`src/design/op_imm_pkg.sv`:
```
`default_nettype none

package op_imm_pkg;

  // Instruction cycle phases
  typedef enum logic [1:0] {
    PH_ISSUE    = 2'd0,
    PH_READ     = 2'd1,
    PH_EXEC     = 2'd2,
    PH_FETCH_HI = 2'd3
  } phase_t;

  localparam int IR_W    = 32;
  localparam int RMASK_W = 4;  // Byte lanes of the RF write

  // Field positions within the instruction word
  localparam int F3_LSB   = 12;
  localparam int F7_LSB   = 26;  // Upper six funct7 bits only
  localparam int IR_W_BIT = 3;   // Set for OP-IMM-32

  localparam logic [1:0] OPC_QUAD = 2'b11;
  localparam logic [1:0] OPC_OP_IMM_HI = 2'b00;  // Opcode bits 6:5
  localparam logic [2:0] OPC_OP_IMM_MAJ [2] = '{3'd4, 3'd6};  // OP-IMM, OP-IMM-32

  localparam logic [2:0] F3_ADDI  = 3'b000;
  localparam logic [2:0] F3_SLLI  = 3'b001;
  localparam logic [2:0] F3_SLTI  = 3'b010;
  localparam logic [2:0] F3_SLTIU = 3'b011;
  localparam logic [2:0] F3_XORI  = 3'b100;
  localparam logic [2:0] F3_SRLI  = 3'b101;  // SRAI shares it
  localparam logic [2:0] F3_ORI   = 3'b110;
  localparam logic [2:0] F3_ANDI  = 3'b111;

  // Bit 25 is shamt[5] on RV64
  localparam logic [5:0] F7_SHL = 6'b000000;
  localparam logic [5:0] F7_SRA = 6'b010000;

endpackage

`default_nettype wire

```
`src/design/op_imm_ctrl.sv`:
```
`timescale 1ns/1ps
`default_nettype none

module op_imm_ctrl (
  input  wire                            clk_i,
  input  wire                            rst_i,
  input  wire [op_imm_pkg::IR_W-1:0]     ir_i,     // Held for the whole insn
  input  wire                            trap_i,
  input  wire                            ack_i,
  output logic                           defined_o,
  output logic                           alua_rf_o,
  output logic                           alub_imm6i_o,
  output logic                           alub_imm12_o,
  output logic                           ra_ir1_o,
  output logic                           ra_ird_o,
  output logic                           rf_alu_o,
  output logic [op_imm_pkg::RMASK_W-1:0] rmask_o,
  output logic                           cflag_1_o,
  output logic                           sum_en_o,
  output logic                           and_en_o,
  output logic                           xor_en_o,
  output logic                           invb_en_o,
  output logic                           lsh_en_o,
  output logic                           rsh_en_o,
  output logic                           ltu_en_o,
  output logic                           lts_en_o,
  output logic                           sx32_en_o,
  output logic                           adr_npc_o,
  output logic                           adr_mtvec_o,
  output logic                           npc_mtvec_o,
  output logic                           mepc_npc_o,
  output logic                           mepc_cpc_o,
  output logic                           mpie_mie_o,
  output logic                           mie_0_o,
  output logic                           mcause_we_o,
  output logic                           adr_npc_plus2_o,
  output logic                           size_2_o,
  output logic                           vpa_o,
  output logic                           we_o,
  output logic                           irl_dat_o,
  output logic                           irh_dat_o,
  output logic                           ir_dat_irl_o,
  output logic                           cpc_npc_o,
  output logic                           npc_npc_plus4_o
);

  op_imm_pkg::phase_t phase;

  // Phase counter, fetch and trap strobes
  op_imm_seq u_op_imm_seq (
    .phase_o   (phase),
    .defined_i (defined_o),  // Only decode to sequencing path
    .*
  );

  op_imm_decode u_op_imm_decode (
    .phase_i (phase),
    .*
  );

endmodule

`default_nettype wire

```
`src/design/op_imm_decode.sv`:
```
`timescale 1ns/1ps
`default_nettype none

module op_imm_decode (
  input  wire [op_imm_pkg::IR_W-1:0] ir_i,
  input  wire op_imm_pkg::phase_t    phase_i,
  output logic                       defined_o,
  output logic                       alua_rf_o,
  output logic                       alub_imm6i_o,
  output logic                       alub_imm12_o,
  output logic                       ra_ir1_o,
  output logic                       ra_ird_o,
  output logic                       rf_alu_o,
  output logic [op_imm_pkg::RMASK_W-1:0] rmask_o,
  output logic                       cflag_1_o,
  output logic                       sum_en_o,
  output logic                       and_en_o,
  output logic                       xor_en_o,
  output logic                       invb_en_o,
  output logic                       lsh_en_o,
  output logic                       rsh_en_o,
  output logic                       ltu_en_o,
  output logic                       lts_en_o,
  output logic                       sx32_en_o
);

  logic [2:0] funct3;
  logic [5:0] funct7_hi;
  logic       w_form;
  logic       opc_ok;
  logic       funct_ok;
  logic       is_shift;
  logic       defined;
  logic       exec_en;
  // ALU function from funct3/funct7 before phase gating
  logic       op_sum;
  logic       op_and;
  logic       op_xor;
  logic       op_invb;
  logic       op_lsh;
  logic       op_rsh;
  logic       op_ltu;
  logic       op_lts;
  logic       op_cflag;

  assign funct3    = ir_i[op_imm_pkg::F3_LSB +: 3];
  assign funct7_hi = ir_i[op_imm_pkg::F7_LSB +: 6];
  assign w_form    = ir_i[op_imm_pkg::IR_W_BIT];

  assign opc_ok = (ir_i[1:0] == op_imm_pkg::OPC_QUAD) &&
                  (ir_i[6:5] == op_imm_pkg::OPC_OP_IMM_HI) &&
                  ((ir_i[4:2] == op_imm_pkg::OPC_OP_IMM_MAJ[0]) ||
                   (ir_i[4:2] == op_imm_pkg::OPC_OP_IMM_MAJ[1]));

  always_comb begin
    op_sum   = 1'b0;
    op_and   = 1'b0;
    op_xor   = 1'b0;
    op_invb  = 1'b0;
    op_lsh   = 1'b0;
    op_rsh   = 1'b0;
    op_ltu   = 1'b0;
    op_lts   = 1'b0;
    op_cflag = 1'b0;
    is_shift = 1'b0;
    funct_ok = 1'b1;
    case (funct3)
      op_imm_pkg::F3_ADDI: op_sum = 1'b1;
      op_imm_pkg::F3_SLTI: begin
        op_lts   = 1'b1;
        op_invb  = 1'b1;  // a - b via a + ~b + 1
        op_cflag = 1'b1;
      end
      op_imm_pkg::F3_SLTIU: begin
        op_ltu   = 1'b1;
        op_invb  = 1'b1;
        op_cflag = 1'b1;
      end
      op_imm_pkg::F3_XORI: op_xor = 1'b1;
      op_imm_pkg::F3_ORI: begin
        op_and = 1'b1;  // OR built as AND plus XOR
        op_xor = 1'b1;
      end
      op_imm_pkg::F3_ANDI: op_and = 1'b1;
      op_imm_pkg::F3_SLLI: begin
        is_shift = 1'b1;
        op_lsh   = 1'b1;
        funct_ok = (funct7_hi == op_imm_pkg::F7_SHL);
      end
      op_imm_pkg::F3_SRLI: begin  // SRLI, SRAI
        is_shift = 1'b1;
        op_rsh   = 1'b1;
        op_cflag = (funct7_hi == op_imm_pkg::F7_SRA);  // Sign fill
        funct_ok = (funct7_hi == op_imm_pkg::F7_SHL) ||
                   (funct7_hi == op_imm_pkg::F7_SRA);
      end
    endcase
    // W shifts only take a 5-bit shamt
    if (is_shift && w_form && ir_i[op_imm_pkg::F7_LSB-1]) begin
      funct_ok = 1'b0;
    end
  end

  assign defined   = opc_ok & funct_ok;
  assign defined_o = defined;
  assign exec_en   = defined & (phase_i == op_imm_pkg::PH_EXEC);

  assign alub_imm6i_o = defined & is_shift & (phase_i == op_imm_pkg::PH_ISSUE);
  assign alub_imm12_o = defined & ~is_shift & (phase_i == op_imm_pkg::PH_ISSUE);
  assign ra_ir1_o     = defined & (phase_i == op_imm_pkg::PH_READ);  // rs1 address
  assign alua_rf_o    = exec_en;
  assign ra_ird_o     = exec_en;
  assign rf_alu_o     = exec_en;
  assign rmask_o      = {op_imm_pkg::RMASK_W{exec_en}};

  assign sum_en_o  = exec_en & op_sum;
  assign and_en_o  = exec_en & op_and;
  assign xor_en_o  = exec_en & op_xor;
  assign invb_en_o = exec_en & op_invb;
  assign lsh_en_o  = exec_en & op_lsh;
  assign rsh_en_o  = exec_en & op_rsh;
  assign ltu_en_o  = exec_en & op_ltu;
  assign lts_en_o  = exec_en & op_lts;
  assign cflag_1_o = exec_en & op_cflag;
  assign sx32_en_o = exec_en & w_form;

endmodule

`default_nettype wire

```
`src/design/op_imm_seq.sv`:
```
`timescale 1ns/1ps
`default_nettype none

module op_imm_seq (
  input  wire  clk_i,
  input  wire  rst_i,
  input  wire  defined_i,
  input  wire  trap_i,
  input  wire  ack_i,
  output op_imm_pkg::phase_t phase_o,
  output logic adr_npc_o,
  output logic adr_mtvec_o,
  output logic npc_mtvec_o,
  output logic mepc_npc_o,
  output logic mepc_cpc_o,
  output logic mpie_mie_o,
  output logic mie_0_o,
  output logic mcause_we_o,
  output logic adr_npc_plus2_o,
  output logic size_2_o,
  output logic vpa_o,
  output logic we_o,
  output logic irl_dat_o,
  output logic irh_dat_o,
  output logic ir_dat_irl_o,
  output logic cpc_npc_o,
  output logic npc_npc_plus4_o
);

  op_imm_pkg::phase_t phase_q;
  op_imm_pkg::phase_t phase_d;
  logic s_issue;
  logic s_read;
  logic s_exec;
  logic s_fetch_hi;
  logic take_trap;

  always_ff @(posedge clk_i) begin
    if (rst_i) begin
      phase_q <= op_imm_pkg::PH_ISSUE;
    end else begin
      phase_q <= phase_d;
    end
  end

  always_comb begin
    case (phase_q)
      op_imm_pkg::PH_ISSUE:    phase_d = op_imm_pkg::PH_READ;
      op_imm_pkg::PH_READ:     phase_d = op_imm_pkg::PH_EXEC;
      op_imm_pkg::PH_EXEC:     phase_d = op_imm_pkg::PH_FETCH_HI;
      // Undefined opcode parks here until reset
      default: phase_d = defined_i ? op_imm_pkg::PH_ISSUE : op_imm_pkg::PH_FETCH_HI;
    endcase
  end

  assign phase_o = phase_q;

  assign s_issue    = (phase_q == op_imm_pkg::PH_ISSUE);
  assign s_read     = (phase_q == op_imm_pkg::PH_READ);
  assign s_exec     = (phase_q == op_imm_pkg::PH_EXEC);
  assign s_fetch_hi = (phase_q == op_imm_pkg::PH_FETCH_HI);

  assign take_trap = ~defined_i | trap_i;  // Illegal insn or pending trap

  // Trap entry strobes in ISSUE
  assign adr_mtvec_o = s_issue & take_trap;
  assign npc_mtvec_o = s_issue & take_trap;
  assign mpie_mie_o  = s_issue & take_trap;
  assign mie_0_o     = s_issue & take_trap;
  assign mcause_we_o = s_issue & take_trap;
  assign mepc_cpc_o  = s_issue & ~defined_i;           // Faulting insn
  assign mepc_npc_o  = s_issue & defined_i & trap_i;   // Resume after insn

  // Fetch of the next instruction
  assign adr_npc_o       = (s_issue & ~take_trap) | s_read;
  assign adr_npc_plus2_o = s_exec | s_fetch_hi;
  assign size_2_o        = 1'b1;
  assign vpa_o           = 1'b1;
  assign we_o            = 1'b0;
  assign irl_dat_o       = s_read & ack_i;
  assign irh_dat_o       = s_fetch_hi & ack_i;
  assign ir_dat_irl_o    = s_fetch_hi & ack_i;
  assign cpc_npc_o       = s_fetch_hi & ack_i;
  assign npc_npc_plus4_o = s_fetch_hi & ack_i;

endmodule

`default_nettype wire

```
`config.mk`:
```
export PLATFORM = sky130hd
export DESIGN_NAME = op_imm_ctrl
export DESIGN_NICKNAME = d
export VERILOG_FILES = /design/src/design/op_imm_pkg.sv /design/src/design/op_imm_ctrl.sv /design/src/design/op_imm_decode.sv /design/src/design/op_imm_seq.sv
export SDC_FILE = /design/constraint.sdc
export NUM_CORES = 1
export LEC_CHECK = 0
export ABC_AREA = 1
export BUFFER_PORTS_ARGS = -buffer_cell sky130_fd_sc_hd__buf_4
export CORE_UTILIZATION = 30
export CTS_BUF_LIST = sky130_fd_sc_hd__clkbuf_8 sky130_fd_sc_hd__clkbuf_16
export DETAILED_ROUTE_END_ITERATION = 8
export PLACE_DENSITY = 0.76
export RECOVER_POWER = 25
export SLEW_MARGIN = 15
export SYNTH_ARGS = -nofsm -noshare
export SYNTH_HDL_FRONTEND = slang
export SYNTH_SLANG_ARGS = --single-unit
```
`constraint.sdc`:
```
create_clock -name clk_i -period 1.4 [get_ports clk_i]
set_clock_uncertainty 0.05 [all_clocks]
set_input_delay 0.07 -clock clk_i [delete_from_list [all_inputs] [get_ports clk_i]]
set_output_delay 0.07 -clock clk_i [all_outputs]
set_load 0.02 [all_outputs]
```
==> summary.json, run 1 <==
{
  "outcome": "finished with violations",
  "violations": "DRC",
  "drt_pass_1_iters": 7,
  "cts_root_buffer_type": "sky130_fd_sc_hd__clkbuf_8",
  "hpwl_mm": 1.17,
  "post_cts_hold_buffer_count": 0,
  "worst-endpoint-required_ns": 1.28,
  "finalHoldViolations": 0,
  "clock-sinks": 2,
  "timing.rr.start": "u_op_imm_seq.phase_o[1]",
  "count_of_pins_over_their_slew_limit": 0,
  "syn_to_final_growth_pct": 77.9,
  "wire_length_per_cell_after_detailed_routing_um": 9.37,
  "synthesis.area_per_instance_um2": 5.55,
  "num_rows": 14,
  "globalRouteTotalUtil_pct": 14.9,
  "holdPathEnd": "u_op_imm_seq.phase_o[1]",
  "detail_route.iter0.violations": 15,
  "drive_above_1_share_pct": 51.4,
  "rsz0062_at_grt": "yes",
  "ctsHtreeMaxLevel": 1,
  "finalCritPeriodShare_pct": 95.9,
  "cts.reportedPaths.clkPinSlew_ns": 0.03,
  "cells_after_synthesis": 96,
  "clock_insertion_delay_worst_skew_ns": 0.21,
  "internal_power_uw": 616,
  "die-height_um": 44.2,
  "fin_crit_period_ns": 1.34,
  "timing.reg2reg.worst_path_depth": 6,
  "regToRegEndpoint": "u_op_imm_seq.phase_o[0]",
  "end_kind": "primary output",
  "area.sequential_um2": 42.5,
  "final_design_area_no_fill_um2": 948,
  "leakagePower_nw": 0.597,
  "port_buffers": 55,
  "timing.critical_path.from_type": "flip-flop",
  "remaining_drc_errors": 7,
  "switching_share_pct": 47.5,
  "timing.final.setup_violations": 0,
  "antenna_violating_nets_post_route": 0,
  "final_critical_path_setup_slack_ns": 0.0574,
  "timing.setup.critical_path_class": "reg -> out",
  "timing.hold.worst_path_depth": 4,
  "top_usage_layer": "met2",
  "area_of_the_multi_input_gates_um2": 335,
  "ioPinCount": 74,
  "design.final.nets": 182,
  "hold_class": "in -> reg",
  "die-area_um2": 1950,
  "ys_seq_elements": 2,
  "largest_register_ffs": 2,
  "preCtsSetupSlack_ns": 0.0787,
  "p_sw_uw": 556,
  "relative_contribution_of_the_clock_network_to_total_power_pct": 19.1,
  "grt.overflow.total": 0,
  "gr-usage-met2_pct": 24.1,
  "seq_power_share_pct": 10.5,
  "grt_antenna_before_repair": 0,
  "post_drt_via_cell_ratio": 4.54,
  "pwr-share-comb_pct": 70.4,
  "fp.dieW_um": 44.2,
  "worstHoldStart": "rst_i",
  "num_vias": 708,
  "diodes": 0,
  "ys_types": 14,
  "yosys_warnings": 0,
  "total_power_mw": 1.17,
  "synth.yosys.seq_area_share_pct": 7.51,
  "achievable-frequency_mhz": 745,
  "layout.filler_cells": 150,
  "placement.cell_area_um2": 857,
  "cts_tree": "built",
  "groute.layer.met1.usage_pct": 17.9,
  "cts.path.max_buffers": 2,
  "grt_start_max_net_pins": 10,
  "critPathArrivalTime_ns": 1.22,
  "cts_inserted_buffers": 3,
  "initial_cell_density_of_the_core_pct": 33.8,
  "gp_routability_congestion": 0.687,
  "grt.met3_usage_pct": 4.49,
  "critical_path_peak_fanout": 5,
  "vdd_drop_max_uv": 744,
  "grt_first_pass_wirelength_mm": 2.24,
  "r2r_setup_slack_ns": 0.26,
  "core_um2": 1580,
  "mappedNetlistArea_um2": 533,
  "first_global_vias": 572,
  "timing.max_cap.violations": 0,
  "power_per_cell_area_nw_per_um2": 1240,
  "wirelength_mm": 1.46
}
-- cell families after synthesis --
family,Yosys count,share of synthesized area (%)
AO/OA/AOI/OAI,2,4.70
AND/OR/NAND/NOR,47,38.3
adder cells (fa/ha/maj),4,9.39
buffers and inverters,39,38.7
flip-flops,2,7.51
other,2,1.41
-- synthesized netlist by cell type, drive strengths merged --
master  instances  area, um^2
nor3            3        15.0
a31oi           1        6.26
o21bai          1        18.8
conb            2        7.51
nand2          15        56.3
buf            16         120
inv            23        86.3
nor2           17        66.3
nand3           7        35.0
ha              4        50.1
nand4           5        31.3
dfxtp           2        40.0
-- final cells by class --
cell class | instances | share of cell area (%)
Clock buffer | 3 | 4.35
Inverter | 23 | 9.37
Multi-Input combinational cell | 56 | 35.4
Sequential cell | 2 | 4.49
Tap cell | 16 | 2.11
Timing Repair Buffer | 56 | 44.3
-- routing by layer --
metal | part of all wire [%] | wire (um) | vias to the layer above
met5 | 0 | 0 | -
li1 | - | - | 358
met2 | 49 | 717 | 45
met3 | 13 | 193 | 0
met1 | 38 | 551 | 305
met4 | 0 | 0 | 0
-- stage by stage --
step	cells	hold WS [ns]	utilization (%)	setup TNS [ns]
floorplan	97	0.167	-	0
global placement	153	0.275	54.4	0
detailed placement	153	0.280	54.4	0
CTS	156	0.0620	59.1	0
global route	156	0.0870	60.2	-0.0486
finish	156	0.0630	60.2	0
-- worst max-delay path by stage --
stage	start	end
floorplan	u_op_imm_seq.phase_o[0]	ra_ird_o
global route	u_op_imm_seq.phase_o[0]	ltu_en_o
detailed placement	ir_i[27]	rmask_o[0]
CTS	u_op_imm_seq.phase_o[1]	alub_imm12_o
finish	u_op_imm_seq.phase_o[0]	ltu_en_o
global placement	ir_i[29]	alua_rf_o
-- power groups by stage --
stage	Combinational (mW)	Sequential [mW]	Clock [mW]
finish	0.825	0.123	0.224
global route	0.896	0.128	0.236
CTS	0.817	0.118	0.233
detailed placement	0.760	0.103	0
global placement	0.749	0.101	0
floorplan	0.557	0.0982	0
-- worst max-delay path: stages, from the launching register on --
cell and delay, ns:
sky130_fd_sc_hd__dfxtp_2 0.33, sky130_fd_sc_hd__inv_4 0.07, sky130_fd_sc_hd__ha_4 0.15, sky130_fd_sc_hd__nand4_1 0.16, sky130_fd_sc_hd__nor2_1 0.14, sky130_fd_sc_hd__buf_4 0.15
-- cells in the final DEF (no fill, tap or decap), types with 2 or more instances in the layout --
cell type and n:
sky130_fd_sc_hd__ha_1 2, sky130_fd_sc_hd__ha_4 2, sky130_fd_sc_hd__nor2_1 16, sky130_fd_sc_hd__buf_4 56, sky130_fd_sc_hd__nand3_1 6, sky130_fd_sc_hd__clkbuf_8 3
sky130_fd_sc_hd__nand4_1 5, sky130_fd_sc_hd__inv_1 19, sky130_fd_sc_hd__inv_2 3, sky130_fd_sc_hd__dfxtp_2 2, sky130_fd_sc_hd__nand2_1 15, sky130_fd_sc_hd__nor3_2 2
sky130_fd_sc_hd__conb_1 3
-- timing repair --
| item | in CTS | in global routing |
|---|---|---|
| gates cloned | 0 | 0 |
| setup endpoints to repair | 18 | 6 |
| hold endpoints to repair | 0 | 0 |
| pin swaps | 2 | 3 |
| gates resized for setup | 9 | 5 |
| setup buffers | 0 | 0 |
No activity file was read; power rests on OpenSTA's default activity.
==> run 2: changes to the inputs <==
Settings changed: CELL_PAD_IN_SITES_DETAIL_PLACEMENT set to 1, CELL_PAD_IN_SITES_GLOBAL_PLACEMENT set to 1, CORE_UTILIZATION 30 to 16, CTS_BUF_LIST sky130_fd_sc_hd__clkbuf_8 sky130_fd_sc_hd__clkbuf_16 to sky130_fd_sc_hd__clkbuf_4 sky130_fd_sc_hd__clkbuf_8 sky130_fd_sc_hd__clkbuf_16, PLACE_DENSITY 0.76 to 0.73.
==> summary.json, run 2 (synthesis results as in run 1) <==
{
  "post-place-cells": {"value": 181, "change": "was 153"},
  "leakagePower": {"value": 0.598, "unit": "nW", "change": "was 0.597 nW"},
  "cts.reportedPaths.clkPinSlew": {"value": 0.03, "unit": "ns", "change": "about the same"},
  "ctsHtreeMaxLevel": {"value": 1, "change": "unchanged"},
  "cts_inserted_buffers": {"value": 3, "change": "unchanged"},
  "layout.filler_cells": {"value": 420, "change": "was 150"},
  "port_buffers": {"value": 55, "change": "unchanged"},
  "critPathArrivalTime": {"value": 1.26, "unit": "ns", "change": "was 1.22 ns"},
  "timing.max_cap.violations": {"value": 0, "change": "unchanged"},
  "grt_start_max_net_pins": {"value": 10, "change": "unchanged"},
  "ioPinCount": {"value": 74, "change": "unchanged"},
  "num_rows": {"value": 20, "change": "was 14"},
  "cts_root_buffer_type": {"value": "sky130_fd_sc_hd__clkbuf_4", "change": "was sky130_fd_sc_hd__clkbuf_8"},
  "achievable-frequency": {"value": 723, "unit": "MHz", "change": "was 745 MHz"},
  "die-height": {"value": 59.7, "unit": "um", "change": "was 44.2 um"},
  "cts_tree": {"value": "built", "change": "unchanged"},
  "hpwl": {"value": 1.56, "unit": "mm", "change": "was 1.17 mm"},
  "outcome": {"value": "complete, no violations", "change": "was finished with violations"},
  "clock_insertion_delay_worst_skew": {"value": 0.22, "unit": "ns", "change": "was 0.21 ns"},
  "clock-sinks": {"value": 2, "change": "unchanged"},
  "power_per_cell_area": {"value": 1160, "unit": "nW/um^2", "change": "was 1240 nW/um^2"},
  "post_cts_hold_buffer_count": {"value": 0, "change": "unchanged"},
  "hold_class": {"value": "in -> reg", "change": "unchanged"},
  "wirelength": {"value": 1.83, "unit": "mm", "change": "was 1.46 mm"},
  "critical-path-max-stage-delay": {"value": 0.33, "unit": "ns", "change": "about the same"},
  "r2r_setup_slack": {"value": 0.23, "unit": "ns", "change": "was 0.26 ns"},
  "drt_pass_1_iters": {"value": 2, "change": "was 7"},
  "diodes": {"value": 0, "change": "unchanged"},
  "end_kind": {"value": "primary output", "change": "unchanged"},
  "gp_routability_congestion": {"value": 0.818, "change": "was 0.687"},
  "cp_cell_sequence": {"value": "inv_4, ha_4, nand4_1, nor2_1, buf_4", "change": "unchanged"},
  "timing.final.setup_violations": {"value": 0, "change": "unchanged"},
  "timing.hold.ws": {"value": 0.0597, "unit": "ns", "change": "was 0.0630 ns"},
  "mostFrequentLayoutCell": {"value": "sky130_fd_sc_hd__buf_4", "change": "unchanged"},
  "timing.critical_path.from_type": {"value": "flip-flop", "change": "unchanged"},
  "globalRouteTotalUtil": {"value": 9.84, "unit": "%", "change": "was 14.9%"},
  "fin_crit_period": {"value": 1.38, "unit": "ns", "change": "was 1.34 ns"},
  "rsz0062_at_grt": {"value": "yes", "change": "unchanged"},
  "design.final.nets": {"value": 184, "change": "was 182"},
  "count_of_pins_over_their_slew_limit": {"value": 0, "change": "unchanged"},
  "detail_route.iter0.violations": {"value": 2, "change": "was 15"},
  "wire_length_per_cell_after_detailed_routing": {"value": 9.84, "unit": "um", "change": "was 9.37 um"},
  "finalHoldViolations": {"value": 0, "change": "unchanged"},
  "syn_to_final_growth": {"value": 83.8, "unit": "%", "change": "was 77.9%"},
  "post_drt_via_cell_ratio": {"value": 3.78, "change": "was 4.54"},
  "finalCritPeriodShare": {"value": 98.9, "unit": "%", "change": "was 95.9%"},
  "num_vias": {"value": 703, "change": "was 708"},
  "mostFrequentLayoutCells": {"value": "58 x sky130_fd_sc_hd__buf_4, 19 x sky130_fd_sc_hd__inv_1, 16 x sky130_fd_sc_hd__nor2_1", "change": "was 56 x sky130_fd_sc_hd__buf_4, 19 x sky130_fd_sc_hd__inv_1, 16 x sky130_fd_sc_hd__nor2_1"},
  "placement.cell_area": {"value": 892, "unit": "um^2", "change": "was 857 um^2"},
  "crit_path_top_delay_cell": {"value": "sky130_fd_sc_hd__dfxtp_2", "change": "unchanged"},
  "vdd_drop_max": {"value": 308, "unit": "uV", "change": "was 744 uV"},
  "worst-endpoint-required": {"value": 1.28, "unit": "ns", "change": "about the same"},
  "antenna_violating_nets_post_route": {"value": 0, "change": "unchanged"},
  "grt_antenna_before_repair": {"value": 0, "change": "unchanged"},
  "largest_register_ffs": {"value": 2, "change": "unchanged"},
  "grt.overflow.total": {"value": 0, "change": "unchanged"},
  "timing.setup.critical_path_class": {"value": "reg -> out", "change": "unchanged"},
  "area_of_the_multi_input_gates": {"value": 335, "unit": "um^2", "change": "unchanged"},
  "preCtsSetupSlack": {"value": 0.0191, "unit": "ns", "change": "was 0.0787 ns"},
  "remaining_drc_errors": {"value": 0, "change": "was 7"},
  "die-area": {"value": 3570, "unit": "um^2", "change": "was 1950 um^2"},
  "final_design_area_no_fill": {"value": 980, "unit": "um^2", "change": "was 948 um^2"},
  "fp.dieW": {"value": 59.7, "unit": "um", "change": "was 44.2 um"},
  "final_critical_path_setup_slack": {"value": 0.0160, "unit": "ns", "change": "was 0.0574 ns"},
  "grt_first_pass_wirelength": {"value": 2.68, "unit": "mm", "change": "was 2.24 mm"},
  "critical_path_peak_fanout": {"value": 5, "change": "unchanged"},
  "area.sequential": {"value": 42.5, "unit": "um^2", "change": "unchanged"},
  "fin_tns_setup": {"value": 0, "unit": "ns", "change": "unchanged"},
  "first_global_vias": {"value": 663, "change": "was 572"},
  "cts.path.max_buffers": {"value": 2, "change": "unchanged"},
  "initial_cell_density_of_the_core": {"value": 17.2, "unit": "%", "change": "was 33.8%"},
  "core": {"value": 3100, "unit": "um^2", "change": "was 1580 um^2"},
  "drive_above_1_share": {"value": 52.1, "unit": "%", "change": "was 51.4%"},
  "stdcell_count": {"value": 186, "change": "was 156"}
}
[run 2: cell types whose count changed in the layout (fill, tap and decap cells not counted)]
cell / change
sky130_fd_sc_hd__clkbuf_8: -3
sky130_fd_sc_hd__buf_4: +2
sky130_fd_sc_hd__clkbuf_4: +3
[run 2: path summary, 6_finish.rpt]
check                       endpoint  depth (start not counted)               startpoint
max                         ltu_en_o                          5  u_op_imm_seq.phase_o[0]
min          u_op_imm_seq.phase_o[1]                          4                    rst_i
min reg2reg  u_op_imm_seq.phase_o[1]                          6  u_op_imm_seq.phase_o[0]
max reg2reg  u_op_imm_seq.phase_o[0]                          6  u_op_imm_seq.phase_o[0]
[run 2: per-layer routing]
layer	part of all wire (%)	track usage, %	up-vias
li1	-	-	363
met1	39	10.1	303
met2	51	19.0	37
met3	9.5	3.25	0
met4	0	1.99	0
met5	0	0	-
[run 2: where the power goes]
group | switching, mW | total (mW) | internal [mW]
Combinational | 0.504 | 0.885 | 0.381
Clock | 0.0309 | 0.125 | 0.0944
Sequential | 0.0341 | 0.122 | 0.0880
[run 2: critical path, delay by kind of cell (launching register included)]
family,cells,cell delay (ns)
buffers and inverters,2,0.24
adder cells (fa/ha/maj),1,0.16
flip-flops,1,0.33
AND/OR/NAND/NOR,2,0.31
[run 2: through the flow]
step / utilization (%) / power [mW]
2_1_floorplan: - / 0.655
3_3_place_gp: 28.7 / 0.857
3_5_place_dp: 28.7 / 0.883
4_1_cts: 31.0 / 1.11
5_1_grt: 31.6 / 1.24
6_report: 31.6 / 1.13
[run 2: repair_timing]
action	in CTS	in global routing
setup endpoints to repair	19	16
gates resized for setup	11	3
setup buffers	2	0
pin swaps	2	2
[run 2: cell type report]
| cell class | count | area share, % |
|---|---|---|
| Multi-Input combinational cell | 56 | 34.2 |
| Inverter | 23 | 9.07 |
| Clock buffer | 3 | 2.30 |
| Sequential cell | 2 | 4.34 |
| Tap cell | 44 | 5.62 |
| Timing Repair Buffer | 58 | 44.4 |
==> run 3: changes to the inputs <==
Settings changed: CAP_MARGIN set to 40, PLACE_DENSITY 0.73 to 0.8.
==> summary.json, run 3 (synthesis results as in run 1) <==
{
  "power_per_cell_area": {"value": 1080, "unit": "nW/um^2", "change": "was 1160 nW/um^2"},
  "stdcell_count": {"value": 186, "change": "unchanged"},
  "hpwl": {"value": 1.47, "unit": "mm", "change": "was 1.56 mm"},
  "achievable-frequency": {"value": 722, "unit": "MHz", "change": "was 723 MHz"},
  "ctsHtreeMaxLevel": {"value": 1, "change": "unchanged"},
  "vdd_drop_max": {"value": 272, "unit": "uV", "change": "was 308 uV"},
  "grt_start_max_net_pins": {"value": 10, "change": "unchanged"},
  "largest_register_ffs": {"value": 2, "change": "unchanged"},
  "post_drt_via_cell_ratio": {"value": 3.83, "change": "was 3.78"},
  "total_power": {"value": 1.04, "unit": "mW", "change": "was 1.13 mW"},
  "grt.overflow.total": {"value": 0, "change": "unchanged"},
  "first_global_vias": {"value": 626, "change": "was 663"},
  "drt_pass_1_iters": {"value": 4, "change": "was 2"},
  "final_design_area_no_fill": {"value": 961, "unit": "um^2", "change": "was 980 um^2"},
  "detail_route.iter0.violations": {"value": 8, "change": "was 2"},
  "globalRouteTotalUtil": {"value": 9.63, "unit": "%", "change": "was 9.84%"},
  "critical_path_peak_fanout": {"value": 5, "change": "unchanged"},
  "initial_cell_density_of_the_core": {"value": 17.2, "unit": "%", "change": "unchanged"},
  "finish.utilization": {"value": 31.0, "unit": "%", "change": "was 31.6%"},
  "grt_antenna_before_repair": {"value": 0, "change": "unchanged"},
  "wirelength": {"value": 1.71, "unit": "mm", "change": "was 1.83 mm"},
  "hold_class": {"value": "in -> reg", "change": "unchanged"},
  "mostFrequentLayoutCells": {"value": "54 x sky130_fd_sc_hd__buf_4, 19 x sky130_fd_sc_hd__inv_1, 16 x sky130_fd_sc_hd__nor2_1", "change": "was 58 x sky130_fd_sc_hd__buf_4, 19 x sky130_fd_sc_hd__inv_1, 16 x sky130_fd_sc_hd__nor2_1"},
  "grt_first_pass_wirelength": {"value": 2.55, "unit": "mm", "change": "was 2.68 mm"},
  "post-place-cells": {"value": 183, "change": "was 181"},
  "cp_cell_sequence": {"value": "inv_2, ha_4, nand4_1, nor2_1, buf_4", "change": "was inv_4, ha_4, nand4_1, nor2_1, buf_4"},
  "fin_tns_setup": {"value": 0, "unit": "ns", "change": "unchanged"},
  "cts_inserted_buffers": {"value": 3, "change": "unchanged"},
  "num_vias": {"value": 712, "change": "was 703"},
  "mostFrequentLayoutCell": {"value": "sky130_fd_sc_hd__buf_4", "change": "unchanged"},
  "crit_path_top_delay_cell": {"value": "sky130_fd_sc_hd__dfxtp_2", "change": "unchanged"},
  "outcome": {"value": "complete, no violations", "change": "unchanged"},
  "remaining_drc_errors": {"value": 0, "change": "unchanged"},
  "timing.hold.worst_path_depth": {"value": 4, "change": "unchanged"},
  "timing.critical_path.from_type": {"value": "flip-flop", "change": "unchanged"},
  "cts.reportedPaths.clkPinSlew": {"value": 0.03, "unit": "ns", "change": "about the same"},
  "die-height": {"value": 59.7, "unit": "um", "change": "unchanged"},
  "cts_root_buffer_type": {"value": "sky130_fd_sc_hd__clkbuf_4", "change": "unchanged"},
  "die-area": {"value": 3570, "unit": "um^2", "change": "unchanged"},
  "count_of_pins_over_their_slew_limit": {"value": 0, "change": "unchanged"},
  "fp.dieW": {"value": 59.7, "unit": "um", "change": "unchanged"},
  "ioPinCount": {"value": 74, "change": "unchanged"},
  "syn_to_final_growth": {"value": 80.3, "unit": "%", "change": "was 83.8%"},
  "drive_above_1_share": {"value": 52.1, "unit": "%", "change": "unchanged"},
  "end_kind": {"value": "primary output", "change": "unchanged"},
  "timing.reg2reg.worst_path_depth": {"value": 6, "change": "unchanged"},
  "design.final.nets": {"value": 184, "change": "unchanged"},
  "rsz0062_at_grt": {"value": "yes", "change": "unchanged"},
  "leakagePower": {"value": 0.592, "unit": "nW", "change": "was 0.598 nW"},
  "timing.final.setup_violations": {"value": 0, "change": "unchanged"},
  "core": {"value": 3100, "unit": "um^2", "change": "unchanged"},
  "port_buffers": {"value": 55, "change": "unchanged"},
  "wire_length_per_cell_after_detailed_routing": {"value": 9.20, "unit": "um", "change": "was 9.84 um"},
  "critPathArrivalTime": {"value": 1.26, "unit": "ns", "change": "about the same"},
  "finalHoldViolations": {"value": 0, "change": "unchanged"},
  "fin_crit_period": {"value": 1.38, "unit": "ns", "change": "about the same"},
  "timing.max_cap.violations": {"value": 0, "change": "unchanged"},
  "num_rows": {"value": 20, "change": "unchanged"},
  "cts.path.max_buffers": {"value": 2, "change": "unchanged"},
  "clock-sinks": {"value": 2, "change": "unchanged"},
  "cts_tree": {"value": "built", "change": "unchanged"},
  "worst-endpoint-required": {"value": 1.28, "unit": "ns", "change": "about the same"},
  "timing.setup.critical_path_class": {"value": "reg -> out", "change": "unchanged"},
  "clock_insertion_delay_worst_skew": {"value": 0.23, "unit": "ns", "change": "was 0.22 ns"},
  "placement.cell_area": {"value": 907, "unit": "um^2", "change": "was 892 um^2"},
  "antenna_violating_nets_post_route": {"value": 0, "change": "unchanged"},
  "gp_routability_congestion": {"value": 0.667, "change": "was 0.818"},
  "finalCritPeriodShare": {"value": 98.9, "unit": "%", "change": "about the same"},
  "critical-path-max-stage-delay": {"value": 0.32, "unit": "ns", "change": "was 0.33 ns"},
  "diodes": {"value": 0, "change": "unchanged"}
}
[run 3: path summary, 6_finish.rpt]
path                            from                       to  slack [ns]
max reg2reg  u_op_imm_seq.phase_o[1]  u_op_imm_seq.phase_o[0]        0.31
min                            rst_i  u_op_imm_seq.phase_o[1]        0.04
max          u_op_imm_seq.phase_o[0]                 lts_en_o        0.02
min reg2reg  u_op_imm_seq.phase_o[1]  u_op_imm_seq.phase_o[0]        0.73
[run 3: metrics by stage]
step | setup slack, ns | hold WS (ns)
6_report | 0.0152 | 0.0428
5_1_grt | -0.0495 | 0.0643
4_1_cts | -0.000115 | 0.0478
3_5_place_dp | 0.0466 | 0.290
3_3_place_gp | 0.0619 | 0.285
2_1_floorplan | 0.103 | 0.167
[run 3: critical path: cells and delay by family, from the launching register on]
family / cells / cell delay (ns)
adders and majority gates: 1 / 0.16
DFF: 1 / 0.32
and+or+nand+nor: 2 / 0.34
buffers and inverters: 2 / 0.22
[run 3: layer usage]
metal	vias up	GRT usage, %	share of wire (%)
met4	0	3.99	0.88
met5	-	0	0
met1	321	9.65	39
met3	2	3.90	8.6
li1	362	-	-
met2	27	17.5	51
[run 3: area by class of cell]
cell class,instances,area (um^2)
Fill cell,419,2140
Tap cell,44,55.1
Timing Repair Buffer,58,432
Inverter,23,88.8
Multi-Input combinational cell,56,320
Clock buffer,3,22.5
Sequential cell,2,42.5
[run 3: repair_timing]
item                                    4_1_cts  5_1_grt
buffers inserted                              0        0
hold buffers                                  0        0
cloned                                        0        0
resized for setup                            11        2
pin swaps                                     3        1
endpoints found under the setup margin       19       15
[run 3: where the power goes]
group | total, mW | internal, mW | switching (mW)
clock network | 0.130 | 0.0947 | 0.0357
logic | 0.793 | 0.320 | 0.473
registers | 0.116 | 0.0879 | 0.0284
total | 1.04 | 0.502 | 0.537
